--- src/common/l2_pkg.sv ---
/*
 * Sizes, operation codes and the request address type of the L2 cache.
 * Lines are one 32-bit word with a byte mask. Ways and sets are powers of two.
 */
package l2_pkg;

	// Cores sharing the L2
	localparam int num_cores = 2;
	localparam int core_index_width = 1;

	// L2 geometry
	localparam int l2_num_ways = 4;
	localparam int l2_way_width = 2;
	localparam int l2_set_width = 4;
	localparam int l2_num_sets = 1 << l2_set_width;
	localparam int address_width = 26;
	localparam int l2_tag_width = address_width - l2_set_width;

	// L1 data cache geometry as seen by the directory
	localparam int l1_set_width = 3;
	localparam int l1_num_sets = 1 << l1_set_width;
	localparam int l1_tag_width = address_width - l1_set_width;
	localparam int l1_way_width = 2;
	localparam int l1_num_ways = 1 << l1_way_width;

	// One word per line, one mask bit per byte
	localparam int data_width = 32;
	localparam int mask_width = data_width / 8;

	// Request operations
	localparam logic [2:0] op_load = 3'd0;
	localparam logic [2:0] op_store = 3'd1;
	localparam logic [2:0] op_flush = 3'd2;
	localparam logic [2:0] op_dinvalidate = 3'd3;

	// Requesting units
	localparam logic [1:0] unit_icache = 2'd0;
	localparam logic [1:0] unit_dcache = 2'd1;

	typedef struct packed {
		logic [l2_tag_width-1:0] tag;
		logic [l2_set_width-1:0] set;
	} l2_view_t;

	typedef struct packed {
		logic [l1_tag_width-1:0] tag;
		logic [l1_set_width-1:0] set;
	} l1_view_t;

	// The same line address split for the L2 arrays and for the L1 directory
	typedef union packed {
		l2_view_t l2;
		l1_view_t l1;
	} l2_addr_t;

endpackage

--- src/common/l2_stage_if.sv ---
/*
 * Request plus lookup results or decisions between two pipeline stages.
 * The source stage drives every field, tying off the ones its hop does not use.
 */
`timescale 1ns/100ps

interface l2_stage_if;
	import l2_pkg::*;

	// Request fields
	logic valid;
	logic [core_index_width-1:0] core;
	logic [1:0] unit;
	logic [2:0] op;
	logic [l1_way_width-1:0] l1_way;
	l2_addr_t address;
	logic [data_width-1:0] data;
	logic [mask_width-1:0] mask;
	logic restarted;
	logic [data_width-1:0] mem_data;
	logic [l2_way_width-1:0] fill_way;

	// Lookup results, tag stage to directory stage
	logic [l2_num_ways-1:0][l2_tag_width-1:0] way_tag;
	logic [l2_num_ways-1:0] way_valid;
	logic [l2_num_ways-1:0] way_dirty;
	logic [num_cores-1:0] l1_has_line;
	logic [num_cores-1:0][l1_way_width-1:0] l1_line_way;

	// Decisions, directory stage to data stage
	logic cache_hit;
	logic [l2_way_width-1:0] hit_way;
	logic is_fill;
	logic [l2_tag_width-1:0] victim_tag;
	logic victim_dirty;
	logic l1_invalidate;

	modport src(output valid, core, unit, op, l1_way, address, data, mask, restarted,
		mem_data, fill_way, way_tag, way_valid, way_dirty, l1_has_line, l1_line_way,
		cache_hit, hit_way, is_fill, victim_tag, victim_dirty, l1_invalidate);

	modport dst(input valid, core, unit, op, l1_way, address, data, mask, restarted,
		mem_data, fill_way, way_tag, way_valid, way_dirty, l1_has_line, l1_line_way,
		cache_hit, hit_way, is_fill, victim_tag, victim_dirty, l1_invalidate);

endinterface

--- src/l2_cache/l2_cache_dir.sv ---
/*
 * Second stage. Decides hit, fill and victim, and sends array updates back.
 * Updates are combinational and written by the tag stage on this stage's edge.
 */
`timescale 1ns/100ps

module l2_cache_dir(
	input clk,
	input reset,
	l2_stage_if.dst in,
	l2_stage_if.src out,
	output logic tag_upd_enable,
	output logic [l2_pkg::l2_set_width-1:0] tag_upd_set,
	output logic [l2_pkg::l2_way_width-1:0] tag_upd_way,
	output logic [l2_pkg::l2_tag_width-1:0] tag_upd_tag,
	output logic tag_upd_valid,
	output logic [l2_pkg::l2_num_ways-1:0] dirty_upd_enable,
	output logic [l2_pkg::l2_set_width-1:0] dirty_upd_set,
	output logic dirty_upd_value,
	output logic dir_upd_enable,
	output logic [l2_pkg::core_index_width-1:0] dir_upd_core,
	output logic [l2_pkg::l1_set_width-1:0] dir_upd_set,
	output logic [l2_pkg::l1_way_width-1:0] dir_upd_way,
	output logic [l2_pkg::l1_tag_width-1:0] dir_upd_tag,
	output logic dir_upd_valid,
	output logic hit_event,
	output logic miss_event);

	import l2_pkg::*;

	logic [l2_num_ways-1:0] hit_vec;
	logic [l2_way_width-1:0] hit_way;
	logic cache_hit;
	logic is_fill;
	logic [l2_way_width-1:0] victim_way;
	logic update_dirty;

	wire is_load = in.op == op_load;
	wire is_store = in.op == op_store;
	wire is_flush = in.op == op_flush;
	wire invalidate = in.op == op_dinvalidate;

	// Tag compare per way, at most one way can match
	always_comb
	begin
		hit_way = '0;
		for (int w = 0; w < l2_num_ways; w++)
		begin
			hit_vec[w] = in.way_valid[w] && in.way_tag[w] == in.address.l2.tag;
			if (hit_vec[w])
				hit_way = l2_way_width'(w);
		end
	end

	assign cache_hit = |hit_vec;

	// A store covering the whole line needs no memory data, so it fills right away
	assign is_fill = in.restarted || (is_store && in.mask == '1 && !cache_hit);
	assign victim_way = is_fill ? in.fill_way : hit_way;

	// Install the tag on a fill, or drop the line on an invalidate hit
	assign tag_upd_enable = in.valid && (is_fill || (invalidate && cache_hit));
	assign tag_upd_set = in.address.l2.set;
	assign tag_upd_way = invalidate ? hit_way : in.fill_way;
	assign tag_upd_tag = in.address.l2.tag;
	assign tag_upd_valid = !invalidate;

	assign update_dirty = in.valid && (is_fill || (cache_hit && (is_store || is_flush)));
	assign dirty_upd_set = in.address.l2.set;

	always_comb
	begin
		for (int w = 0; w < l2_num_ways; w++)
			dirty_upd_enable[w] = update_dirty && (is_fill ? in.fill_way == w : hit_vec[w]);
		if (is_fill)
			dirty_upd_value = is_store; // Fresh line is dirty only if a store lands on it
		else if (is_flush)
			dirty_upd_value = 1'b0;
		else
			dirty_upd_value = 1'b1;
	end

	// Track lines pushed to an L1 data cache, and forget them on invalidate.
	// Stores do not allocate in the L1, so only loads are recorded
	assign dir_upd_enable = in.valid
		&& ((is_load && in.unit == unit_dcache && (cache_hit || is_fill))
		|| (invalidate && in.l1_has_line[in.core]));
	assign dir_upd_core = in.core;
	assign dir_upd_set = in.address.l1.set;
	assign dir_upd_way = invalidate ? in.l1_line_way[in.core] : in.l1_way;
	assign dir_upd_tag = in.address.l1.tag;
	assign dir_upd_valid = !invalidate;

	// Count only the first pass of loads and stores
	always_comb
	begin
		hit_event = 1'b0;
		miss_event = 1'b0;
		if (in.valid && !in.restarted && (is_load || is_store))
		begin
			if (cache_hit)
				hit_event = 1'b1;
			else
				miss_event = 1'b1;
		end
	end

	always_ff @(posedge clk, posedge reset)
	begin
		if (reset)
			out.valid <= 1'b0;
		else
			out.valid <= in.valid;
	end

	always_ff @(posedge clk)
	begin
		out.core <= in.core;
		out.unit <= in.unit;
		out.op <= in.op;
		out.l1_way <= in.l1_way;
		out.address <= in.address;
		out.data <= in.data;
		out.mask <= in.mask;
		out.restarted <= in.restarted;
		out.mem_data <= in.mem_data;
		out.fill_way <= in.fill_way;
		out.cache_hit <= cache_hit;
		out.hit_way <= hit_way;
		out.is_fill <= is_fill;
		out.victim_tag <= in.way_tag[victim_way];
		out.victim_dirty <= in.way_valid[victim_way] && in.way_dirty[victim_way];
		out.l1_invalidate <= invalidate && in.l1_has_line[in.core];
	end

	// The data stage has no use for raw lookup results
	assign out.way_tag = '0;
	assign out.way_valid = '0;
	assign out.way_dirty = '0;
	assign out.l1_has_line = '0;
	assign out.l1_line_way = '0;

endmodule

--- src/flat_wrapper.sv ---
// flat-port wrapper written by rule: the top's interface ports become plain ports
module l2_cache_dir_flat import l2_pkg::*;
  (clk, reset, tag_upd_enable, tag_upd_set, tag_upd_way, tag_upd_tag, tag_upd_valid, dirty_upd_enable, dirty_upd_set, dirty_upd_value, dir_upd_enable, dir_upd_core, dir_upd_set, dir_upd_way, dir_upd_tag, dir_upd_valid, hit_event, miss_event, in_valid, in_core, in_unit, in_op, in_l1_way, in_address, in_data, in_mask, in_restarted, in_mem_data, in_fill_way, in_way_tag, in_way_valid, in_way_dirty, in_l1_has_line, in_l1_line_way, in_cache_hit, in_hit_way, in_is_fill, in_victim_tag, in_victim_dirty, in_l1_invalidate, out_valid, out_core, out_unit, out_op, out_l1_way, out_address, out_data, out_mask, out_restarted, out_mem_data, out_fill_way, out_way_tag, out_way_valid, out_way_dirty, out_l1_has_line, out_l1_line_way, out_cache_hit, out_hit_way, out_is_fill, out_victim_tag, out_victim_dirty, out_l1_invalidate);
  l2_stage_if in_i ();
  l2_stage_if out_i ();
  input clk;
  input reset;
  output logic tag_upd_enable;
  output logic [l2_pkg::l2_set_width-1:0] tag_upd_set;
  output logic [l2_pkg::l2_way_width-1:0] tag_upd_way;
  output logic [l2_pkg::l2_tag_width-1:0] tag_upd_tag;
  output logic tag_upd_valid;
  output logic [l2_pkg::l2_num_ways-1:0] dirty_upd_enable;
  output logic [l2_pkg::l2_set_width-1:0] dirty_upd_set;
  output logic dirty_upd_value;
  output logic dir_upd_enable;
  output logic [l2_pkg::core_index_width-1:0] dir_upd_core;
  output logic [l2_pkg::l1_set_width-1:0] dir_upd_set;
  output logic [l2_pkg::l1_way_width-1:0] dir_upd_way;
  output logic [l2_pkg::l1_tag_width-1:0] dir_upd_tag;
  output logic dir_upd_valid;
  output logic hit_event;
  output logic miss_event;
  input wire logic [$bits(in_i.valid)-1:0] in_valid;
  input wire logic [$bits(in_i.core)-1:0] in_core;
  input wire logic [$bits(in_i.unit)-1:0] in_unit;
  input wire logic [$bits(in_i.op)-1:0] in_op;
  input wire logic [$bits(in_i.l1_way)-1:0] in_l1_way;
  input wire logic [$bits(in_i.address)-1:0] in_address;
  input wire logic [$bits(in_i.data)-1:0] in_data;
  input wire logic [$bits(in_i.mask)-1:0] in_mask;
  input wire logic [$bits(in_i.restarted)-1:0] in_restarted;
  input wire logic [$bits(in_i.mem_data)-1:0] in_mem_data;
  input wire logic [$bits(in_i.fill_way)-1:0] in_fill_way;
  input wire logic [$bits(in_i.way_tag)-1:0] in_way_tag;
  input wire logic [$bits(in_i.way_valid)-1:0] in_way_valid;
  input wire logic [$bits(in_i.way_dirty)-1:0] in_way_dirty;
  input wire logic [$bits(in_i.l1_has_line)-1:0] in_l1_has_line;
  input wire logic [$bits(in_i.l1_line_way)-1:0] in_l1_line_way;
  input wire logic [$bits(in_i.cache_hit)-1:0] in_cache_hit;
  input wire logic [$bits(in_i.hit_way)-1:0] in_hit_way;
  input wire logic [$bits(in_i.is_fill)-1:0] in_is_fill;
  input wire logic [$bits(in_i.victim_tag)-1:0] in_victim_tag;
  input wire logic [$bits(in_i.victim_dirty)-1:0] in_victim_dirty;
  input wire logic [$bits(in_i.l1_invalidate)-1:0] in_l1_invalidate;
  output wire logic [$bits(out_i.valid)-1:0] out_valid;
  output wire logic [$bits(out_i.core)-1:0] out_core;
  output wire logic [$bits(out_i.unit)-1:0] out_unit;
  output wire logic [$bits(out_i.op)-1:0] out_op;
  output wire logic [$bits(out_i.l1_way)-1:0] out_l1_way;
  output wire logic [$bits(out_i.address)-1:0] out_address;
  output wire logic [$bits(out_i.data)-1:0] out_data;
  output wire logic [$bits(out_i.mask)-1:0] out_mask;
  output wire logic [$bits(out_i.restarted)-1:0] out_restarted;
  output wire logic [$bits(out_i.mem_data)-1:0] out_mem_data;
  output wire logic [$bits(out_i.fill_way)-1:0] out_fill_way;
  output wire logic [$bits(out_i.way_tag)-1:0] out_way_tag;
  output wire logic [$bits(out_i.way_valid)-1:0] out_way_valid;
  output wire logic [$bits(out_i.way_dirty)-1:0] out_way_dirty;
  output wire logic [$bits(out_i.l1_has_line)-1:0] out_l1_has_line;
  output wire logic [$bits(out_i.l1_line_way)-1:0] out_l1_line_way;
  output wire logic [$bits(out_i.cache_hit)-1:0] out_cache_hit;
  output wire logic [$bits(out_i.hit_way)-1:0] out_hit_way;
  output wire logic [$bits(out_i.is_fill)-1:0] out_is_fill;
  output wire logic [$bits(out_i.victim_tag)-1:0] out_victim_tag;
  output wire logic [$bits(out_i.victim_dirty)-1:0] out_victim_dirty;
  output wire logic [$bits(out_i.l1_invalidate)-1:0] out_l1_invalidate;
  assign in_i.valid = in_valid;
  assign in_i.core = in_core;
  assign in_i.unit = in_unit;
  assign in_i.op = in_op;
  assign in_i.l1_way = in_l1_way;
  assign in_i.address = in_address;
  assign in_i.data = in_data;
  assign in_i.mask = in_mask;
  assign in_i.restarted = in_restarted;
  assign in_i.mem_data = in_mem_data;
  assign in_i.fill_way = in_fill_way;
  assign in_i.way_tag = in_way_tag;
  assign in_i.way_valid = in_way_valid;
  assign in_i.way_dirty = in_way_dirty;
  assign in_i.l1_has_line = in_l1_has_line;
  assign in_i.l1_line_way = in_l1_line_way;
  assign in_i.cache_hit = in_cache_hit;
  assign in_i.hit_way = in_hit_way;
  assign in_i.is_fill = in_is_fill;
  assign in_i.victim_tag = in_victim_tag;
  assign in_i.victim_dirty = in_victim_dirty;
  assign in_i.l1_invalidate = in_l1_invalidate;
  assign out_valid = out_i.valid;
  assign out_core = out_i.core;
  assign out_unit = out_i.unit;
  assign out_op = out_i.op;
  assign out_l1_way = out_i.l1_way;
  assign out_address = out_i.address;
  assign out_data = out_i.data;
  assign out_mask = out_i.mask;
  assign out_restarted = out_i.restarted;
  assign out_mem_data = out_i.mem_data;
  assign out_fill_way = out_i.fill_way;
  assign out_way_tag = out_i.way_tag;
  assign out_way_valid = out_i.way_valid;
  assign out_way_dirty = out_i.way_dirty;
  assign out_l1_has_line = out_i.l1_has_line;
  assign out_l1_line_way = out_i.l1_line_way;
  assign out_cache_hit = out_i.cache_hit;
  assign out_hit_way = out_i.hit_way;
  assign out_is_fill = out_i.is_fill;
  assign out_victim_tag = out_i.victim_tag;
  assign out_victim_dirty = out_i.victim_dirty;
  assign out_l1_invalidate = out_i.l1_invalidate;
  l2_cache_dir u_core (.clk(clk), .reset(reset), .in(in_i), .out(out_i), .tag_upd_enable(tag_upd_enable), .tag_upd_set(tag_upd_set), .tag_upd_way(tag_upd_way), .tag_upd_tag(tag_upd_tag), .tag_upd_valid(tag_upd_valid), .dirty_upd_enable(dirty_upd_enable), .dirty_upd_set(dirty_upd_set), .dirty_upd_value(dirty_upd_value), .dir_upd_enable(dir_upd_enable), .dir_upd_core(dir_upd_core), .dir_upd_set(dir_upd_set), .dir_upd_way(dir_upd_way), .dir_upd_tag(dir_upd_tag), .dir_upd_valid(dir_upd_valid), .hit_event(hit_event), .miss_event(miss_event));
endmodule
--- config.mk ---
export PLATFORM = sky130hd
export DESIGN_NAME = l2_cache_dir_flat
export DESIGN_NICKNAME = d
export VERILOG_FILES = /design/src/common/l2_pkg.sv /design/src/common/l2_stage_if.sv /design/src/l2_cache/l2_cache_dir.sv /design/src/flat_wrapper.sv
export SDC_FILE = /design/constraint.sdc
export NUM_CORES = 1
export LEC_CHECK = 0
export BUFFER_PORTS_ARGS = -buffer_cell sky130_fd_sc_hd__buf_2
export CAP_MARGIN = 20
export CORE_AREA = 3 3 210 212
export DETAILED_ROUTE_END_ITERATION = 8
export DIE_AREA = 0 0 213 215
export PLACE_DENSITY_LB_ADDON = 0.15
export SLEW_MARGIN = 25
export SYNTH_ARGS = -nofsm -noshare
export SYNTH_HDL_FRONTEND = slang
export SYNTH_SLANG_ARGS = --single-unit
--- constraint.sdc ---
create_clock -name clk -period 7 [get_ports clk]
set_clock_uncertainty 0.15 [all_clocks]
set_input_delay 1.05 -clock clk [delete_from_list [all_inputs] [get_ports clk]]
set_output_delay 1.05 -clock clk [all_outputs]
set_load 0.02 [all_outputs]
==> results of run 1 <==
## state kept, by name (all words and copies together), names as in the netlist
signal and count:
u_core.out.address 26, u_core.out.victim_dirty 1, u_core.out.l1_invalidate 1, u_core.out.valid 1
u_core.out.l1_way 2, u_core.out.restarted 1, u_core.out.hit_way 2, u_core.out.core 1
u_core.out.mask 4, u_core.out.unit 2, u_core.out.data 32, u_core.out.victim_tag 22
u_core.out.cache_hit 1, u_core.out.is_fill 1, u_core.out.mem_data 32, u_core.out.op 3
u_core.out.fill_way 2
## metal layers
metal  GRT usage [%]  part of all wire [%]
met5               0                  0.17
met4            4.48                   1.9
met3            4.13                   9.1
met2            21.2                    53
met1            11.7                    36
## power breakdown
group | internal [W] | switching [W] | leakage, nW
Clock | 0.000491 | 0.000389 | 0.269
Sequential | 0.000810 | 0.0000102 | 1.13
Combinational | 0.000142 | 0.000278 | 2.67
Total | 0.00144 | 0.000677 | 4.07
## Yosys cell counts, types with 6 or more instances
| cell | n | share of area [%] |
|---|---|---|
| buf_4 | 160 | 21 |
| dfxtp_1 | 133 | 46 |
| xor2_1 | 60 | 9.1 |
| xnor2_1 | 29 | 4.4 |
| mux4_2 | 16 | 6.2 |
| nand4_1 | 14 | 1.5 |
| nor4_1 | 12 | 1.3 |
| nand2_1 | 9 | 0.58 |
| nor3_1 | 8 | 0.69 |
| nor2_1 | 7 | 0.45 |
| mux4_1 | 6 | 2.7 |
| nand3_1 | 6 | 0.52 |
| o21ai_0 | 6 | 0.52 |
## cell type report
cell class,count,share of cell area [%]
antenna,3,0.0904
clock buffer,19,5.21
clock inverter,13,1.46
inverter,5,0.226
multi-input combinational,301,27.2
sequential,134,32.4
tap,539,8.12
timing repair buffer,419,25.4
## critical path, stage by stage
cell	delay [ns]
buf_2	0.17
xor2_1	0.18
nor4_1	0.68
nand4_1	0.27
nor3_1	0.52
or4_1	0.33
o21a_4	0.27
nand3_1	0.09
a21boi_0	0.21
buf_2	0.21
## per-stage QoR
| step | utilization (%) | hold slack (ns) | instances | setup WS, ns | cell area, um^2 |
|---|---|---|---|---|---|
| global route | 19.7 | 0.241 | 1430 | 1.51 | 8300 |
| CTS | 19.7 | 0.216 | 1430 | 1.68 | 8300 |
| finish | 19.7 | 0.265 | 1433 | 1.80 | 8310 |
| floorplan | - | 0.629 | 606 | 2.59 | 6180 |
| global placement | 18.4 | 0.740 | 1398 | 1.68 | 7740 |
| detailed placement | 18.4 | 0.736 | 1398 | 1.68 | 7740 |
## path summary, 6_finish.rpt
check,startpoint,end,slack [ns],depth (start not counted)
max,in_address[24],dirty_upd_enable[0],1.80,10
min in group clk,in_data[16],u_core.out.data[16],0.54,1
min,reset,u_core.out.valid,0.26,2
max in group asynchronous,reset,u_core.out.valid,6.35,2
## cells by family (layout without fill, tap and decap cells)
group                  Yosys count  count (layout)  synth area share (%)
multiplexers                    30              30                  10.6
buffers and inverters          171             456                  21.7
XOR/XNOR                        89              89                  13.4
AO/OA/AOI/OAI                   15              15                  1.83
other                            1             105                0.0646
AND/OR/NAND/NOR                 65              65                  6.14
flip-flops                     134             134                  46.3
==> metrics.md, run 1 <==
| Metric | Value |
|---|---|
| Largest net degree at the start of global routing | 24 |
| WP data required | 5.80 ns |
| Final hold viol count | 0 |
| Cts bufs inserted | 17 |
| Initial DRC count | 150 |
| IO Pins | 546 |
| Hpwl dp | 22,900 um |
| H-tree depth | 4 |
| Post-Route WL | 27,100 um |
| Crit start category | primary input |
| Gp weighted congestion | 0.714 |
| Slew at the pin closest to its max-slew limit | 0.757 ns |
| Static Leak | 4.07 nW |
| Worst slew margin | 49.1% |
| P&R area growth vs syn | 43.1% |
| Worst IR drop on VDD | 0.000134 V |
| CTS tree | yes |
| Initial Util | 13.8% |
| Fillers | 4,740 |
| Post-synth ARST share | 0.746% |
| Drt via density | 3.26 |
| Setup TNS | 0 ns |
| Die width | 213 um |
| Vias | 4,675 |
| Area of the multi-input gates | 2260 um^2 |
| Num rows | 75 |
| DRT antenna net count | 0 |
| Die Span Y | 215 um |
| Clock period minus worst slack | 5.20 ns |
| CTS Root Cell | clkbuf_16 |
| Yosys cell types | 33 |
| First drt pass iteration count | 4 |
| Post-CTS sizing | 0 |
| EDFF count, synth | 0 |
| Post-Syn Instances | 505 |
| Final Cycle Share | 74.4% |
| Maximum clock path buffer count | 2 |
| FF+latch area | 2690 um^2 |
| Drt wl/cell | 18.9 um |
| Synth Register Bits | 134 |
| GRT Util Overall | 11.5% |
| Syn avg cell area | 11.5 um^2 |
| Ys Warns | 0 |
| Fmax | 192 MHz |
| Core area | 42,100 um^2 |
| Highest-count cells in the layout ignoring fill and taps | 415 x buf_2, 133 x dfxtp_1, 102 x conb_1 |
| Primary FF master, synth | dfxtp_1 |
| Sink Count | 134 |
| Nets | 1,116 |
| Mapped cell area | 5810 um^2 |
| Share of layout cells above drive strength 1 | 53.0% |
| WP data arrival | 4.00 ns |
| Crit path kind | in -> out |
| Sequential share of the synthesized area | 46.3% |
| Die area | 45,800 um^2 |
| Hold-fix buffer count after cts | 0 |
| Worst Setup End Kind | output port |
| CP Max Fanout | 14 |
| Outcome | completed |
| PortBufs | 415 |
| PwrDens | 255 nW/um^2 |
| Post-CTS setup buffers | 0 |
| Final setup fails | 0 |
| Commonest non-fill, non-tap cell in the layout | buf_2 |
| Slew Limit Fails | 0 |
| CTS clk-pin slew, worst paths | 0.06 ns |
| Max-cap violations | 0 |
| Vias in the first global route | 4,728 |
| Drt drc | 0 |
| Antenna violations before repair | 5 |
| Pwr Total | 0.00212 W |
| First-pass GRT wire length | 35,200 um |
| Worst Hold Class | in -> async |
| RSZ-0062 raised after global routing | no |
| GRT overflow | 0 |
No activity file was read; power rests on OpenSTA's default activity.
==> run 2: changes to the inputs <==
--- a/config.mk
+++ b/config.mk
@@ -5,11 +5,12 @@
 export SDC_FILE = /design/constraint.sdc
 export NUM_CORES = 1
 export LEC_CHECK = 0
+export ABC_AREA = 1
 export BUFFER_PORTS_ARGS = -buffer_cell sky130_fd_sc_hd__buf_2
 export CAP_MARGIN = 20
-export CORE_AREA = 3 3 210 212
+export CORE_AREA = 3 3 209 211
 export DETAILED_ROUTE_END_ITERATION = 8
-export DIE_AREA = 0 0 213 215
+export DIE_AREA = 0 0 212 214
 export PLACE_DENSITY_LB_ADDON = 0.15
 export SLEW_MARGIN = 25
 export SYNTH_ARGS = -nofsm -noshare
==> constraint.sdc (replaced) <==
create_clock -name clk -period 5.4 [get_ports clk]
set_clock_uncertainty 0.15 [all_clocks]
set_input_delay 0.81 -clock clk [delete_from_list [all_inputs] [get_ports clk]]
set_output_delay 0.81 -clock clk [all_outputs]
set_load 0.02 [all_outputs]
==> run 2 against run 1 <==
  * Final area up 18%
  * Die area down 0.93%
  * Worst hold slack better by 0.030 ns
  * Critical path depth up 7
  * Via count up 61%
  * Sequential share of layout area down 4.9 points
  * Total power up 37%
  * Non-clock buffer count down 1
  * Largest power group unchanged
  * Critical endpoint is now dirty_upd_enable[2]
  * Core utilization up 3.6 points
  * First-iteration DRC count up 150%
==> metrics.md, run 2 <==
| Metric | Value |
|---|---|
| Yosys top cell by area | dfxtp_1 |
| CP top delay family | simple AND/OR/NAND/NOR gates |
| Die area | 45,400 um^2 |
| First-pass GRT wire length | 48,400 um |
| Gp weighted congestion | 0.837 |
| Static Leak | 5.62 nW |
| Die Span Y | 214 um |
| Ranking of synthesized cells by area | dfxtp_1 36%, nand2_1 18%, buf_4 16% |
| CTS Root Cell | clkbuf_16 |
| Pwr Total | 0.00290 W |
| DRT antenna net count | 0 |
| Mapped cell area | 7480 um^2 |
| Post-synth top area share | 35.6% |
| Crit start category | primary input |
| CP max stage cell | nand2_8 |
| Synth top cells by count | 353 x nand2_1, 162 x buf_4, 133 x dfxtp_1 |
| Antenna violations before repair | 20 |
| Post-Route WL | 35,100 um |
| Nets | 1,675 |
| EDFF count, synth | 0 |
| H-tree depth | 4 |
| Worst IR drop on VDD | 0.000169 V |
| Share of layout cells above drive strength 1 | 34.4% |
| Post-route insts no fill | 1,995 |
| Setup crit start | in_address[23] |
| Hold-fix buffer count after cts | 1 |
| Crit path kind | in -> out |
| Core area | 41,900 um^2 |
| GRT Util Overall | 15.1% |
| Primary FF master, synth | dfxtp_1 |
| Final setup fails | 0 |
| Slew at the pin closest to its max-slew limit | 0.674 ns |
| Synth Register Bits | 134 |
| Largest net degree at the start of global routing | 50 |
| Worst slack at placement | 1.34 ns |
| Die width | 212 um |
| CP cell instances | buf_2, inv_2, nand2_1, nand2_1, nor2_1, nand2_1, nor2_2, nand3_2, nand2_4, nor2_4, nand2_8, nand2_8, nand2_8, o21ai_0, nand2_1, nor2_1, buf_2 |
| Largest registers | u_core.out.data x32, u_core.out.mem_data x32, u_core.out.address x26 |
| Post-CTS setup buffers | 0 |
| Drt wl/cell | 17.6 um |
| RSZ-0062 raised after global routing | no |
| Placed cell count | 1,956 |
| Fmax | 251 MHz |
| Crit path buf inv count | 3 |
| WP data required | 4.44 ns |
| Initial DRC count | 372 |
| Sink Count | 134 |
| CP Max Fanout | 49 |
| Vias | 7,525 |
| CTS tree | yes |
| Max-cap violations | 0 |
| PwrDens | 296 nW/um^2 |
| Count leader, synth | nand2_1 |
| Drt drc | 0 |
| Most common cell on crit path | nand2_1 |
| Hold path start | in_data[29] |
| Post-synth ARST share | 0.746% |
| Yosys cell types | 34 |
| P&R area growth vs syn | 30.9% |
| Post-CTS sizing | 0 |
| IO Pins | 546 |
| Worst stage delay on the critical path | 0.32 ns |
| Worst slew margin | 55.0% |
| GRT overflow | 0 |
| Post-Syn Instances | 1,079 |
| First drt pass iteration count | 7 |
| Sequential share of the synthesized area | 35.9% |
| Clock period minus worst slack | 3.99 ns |
| Fillers | 4,773 |
| Ys Warns | 0 |
| Worst Setup End Kind | output port |
| Final hold viol count | 0 |
| Slew Limit Fails | 0 |
| Setup ws final | 1.41 ns |
| Syn avg cell area | 6.93 um^2 |
| Highest-count cells in the layout ignoring fill and taps | 415 x buf_2, 353 x nand2_1, 133 x dfxtp_1 |
| Worst Hold Class | in -> reg |
| PortBufs | 415 |
| Num rows | 75 |
| Cts bufs inserted | 17 |
| Drt via density | 3.77 |
| CTS clk-pin slew, worst paths | 0.06 ns |
| Final Cycle Share | 73.9% |
| Maximum clock path buffer count | 2 |
| Hpwl dp | 29,400 um |
| Setup TNS | 0 ns |
| Outcome | completed |
| WP data arrival | 3.03 ns |
| Vias in the first global route | 7,185 |
| Initial Util | 17.8% |
| Placement Cell Area | 9200 um^2 |
| Fin area | 9790 um^2 |
| Commonest non-fill, non-tap cell in the layout | buf_2 |
-- run 2: cell types whose count changed after synthesis, moves of 18 or more --
cell / previous run / this run
nand2_1: 9 / 353
inv_1: 5 / 112
nor2_1: 7 / 96
nand3_1: 6 / 92
xor2_1: 60 / 3
inv_2: 0 / 21
nand3_2: 0 / 18
-- run 2: cell families after synthesis --
kind of cell              share of synthesized area [%]
AOI/OAI and AO/OA                                  2.14
and+or+nand+nor                                    34.0
other                                            0.0501
DFF                                                35.9
muxes                                             0.151
xor gates and xnor gates                           1.87
buffers and inverters                              25.8
-- run 2: final timing paths --
check	end	slack, ns	cells past startpoint
setup / recovery	dirty_upd_enable[2]	1.41	17
hold / removal	u_core.out.data[29]	0.29	1
max in group asynchronous	u_core.out.valid	4.43	3
min in group asynchronous	u_core.out.valid	0.58	3
-- run 2: through the flow --
step | hold slack, ns | utilization [%]
after global placement | 0.494 | 21.9
after global routing | 0.261 | 23.3
after CTS | 0.249 | 23.3
after detailed placement | 0.496 | 21.9
final | 0.294 | 23.3
after floorplan | 0.389 | -
-- run 2: cell type report --
| cell class | instances | area (um^2) | area share, % |
|---|---|---|---|
| Clock inverter | 11 | 130 | 1.33 |
| Timing Repair Buffer | 418 | 2100 | 21.5 |
| Multi-Input combinational cell | 732 | 3240 | 33.1 |
| Tap cell | 539 | 674 | 6.89 |
| Inverter | 134 | 505 | 5.16 |
| Sequential cell | 134 | 2690 | 27.4 |
| Clock buffer | 18 | 429 | 4.38 |
| Antenna cell | 9 | 22.5 | 0.230 |
-- run 2: power breakdown --
group / total [W] / internal [W] / switching [W]
registers: 0.00107 / 0.00105 / 0.0000143
clock network: 0.00116 / 0.000673 / 0.000489
logic: 0.000674 / 0.000198 / 0.000476
total: 0.00290 / 0.00192 / 0.000979
-- run 2: layer usage --
| layer | share of wire, % | up-vias | track usage (%) | routed length, um |
|---|---|---|---|---|
| met5 | 0.42 | - | 0 | 147 |
| met2 | 50 | 346 | 26.9 | 17600 |
| met3 | 7.8 | 60 | 4.98 | 2740 |
| met1 | 39 | 3359 | 16.3 | 13800 |
| li1 | - | 3738 | - | - |
| met4 | 2.3 | 22 | 5.80 | 824 |
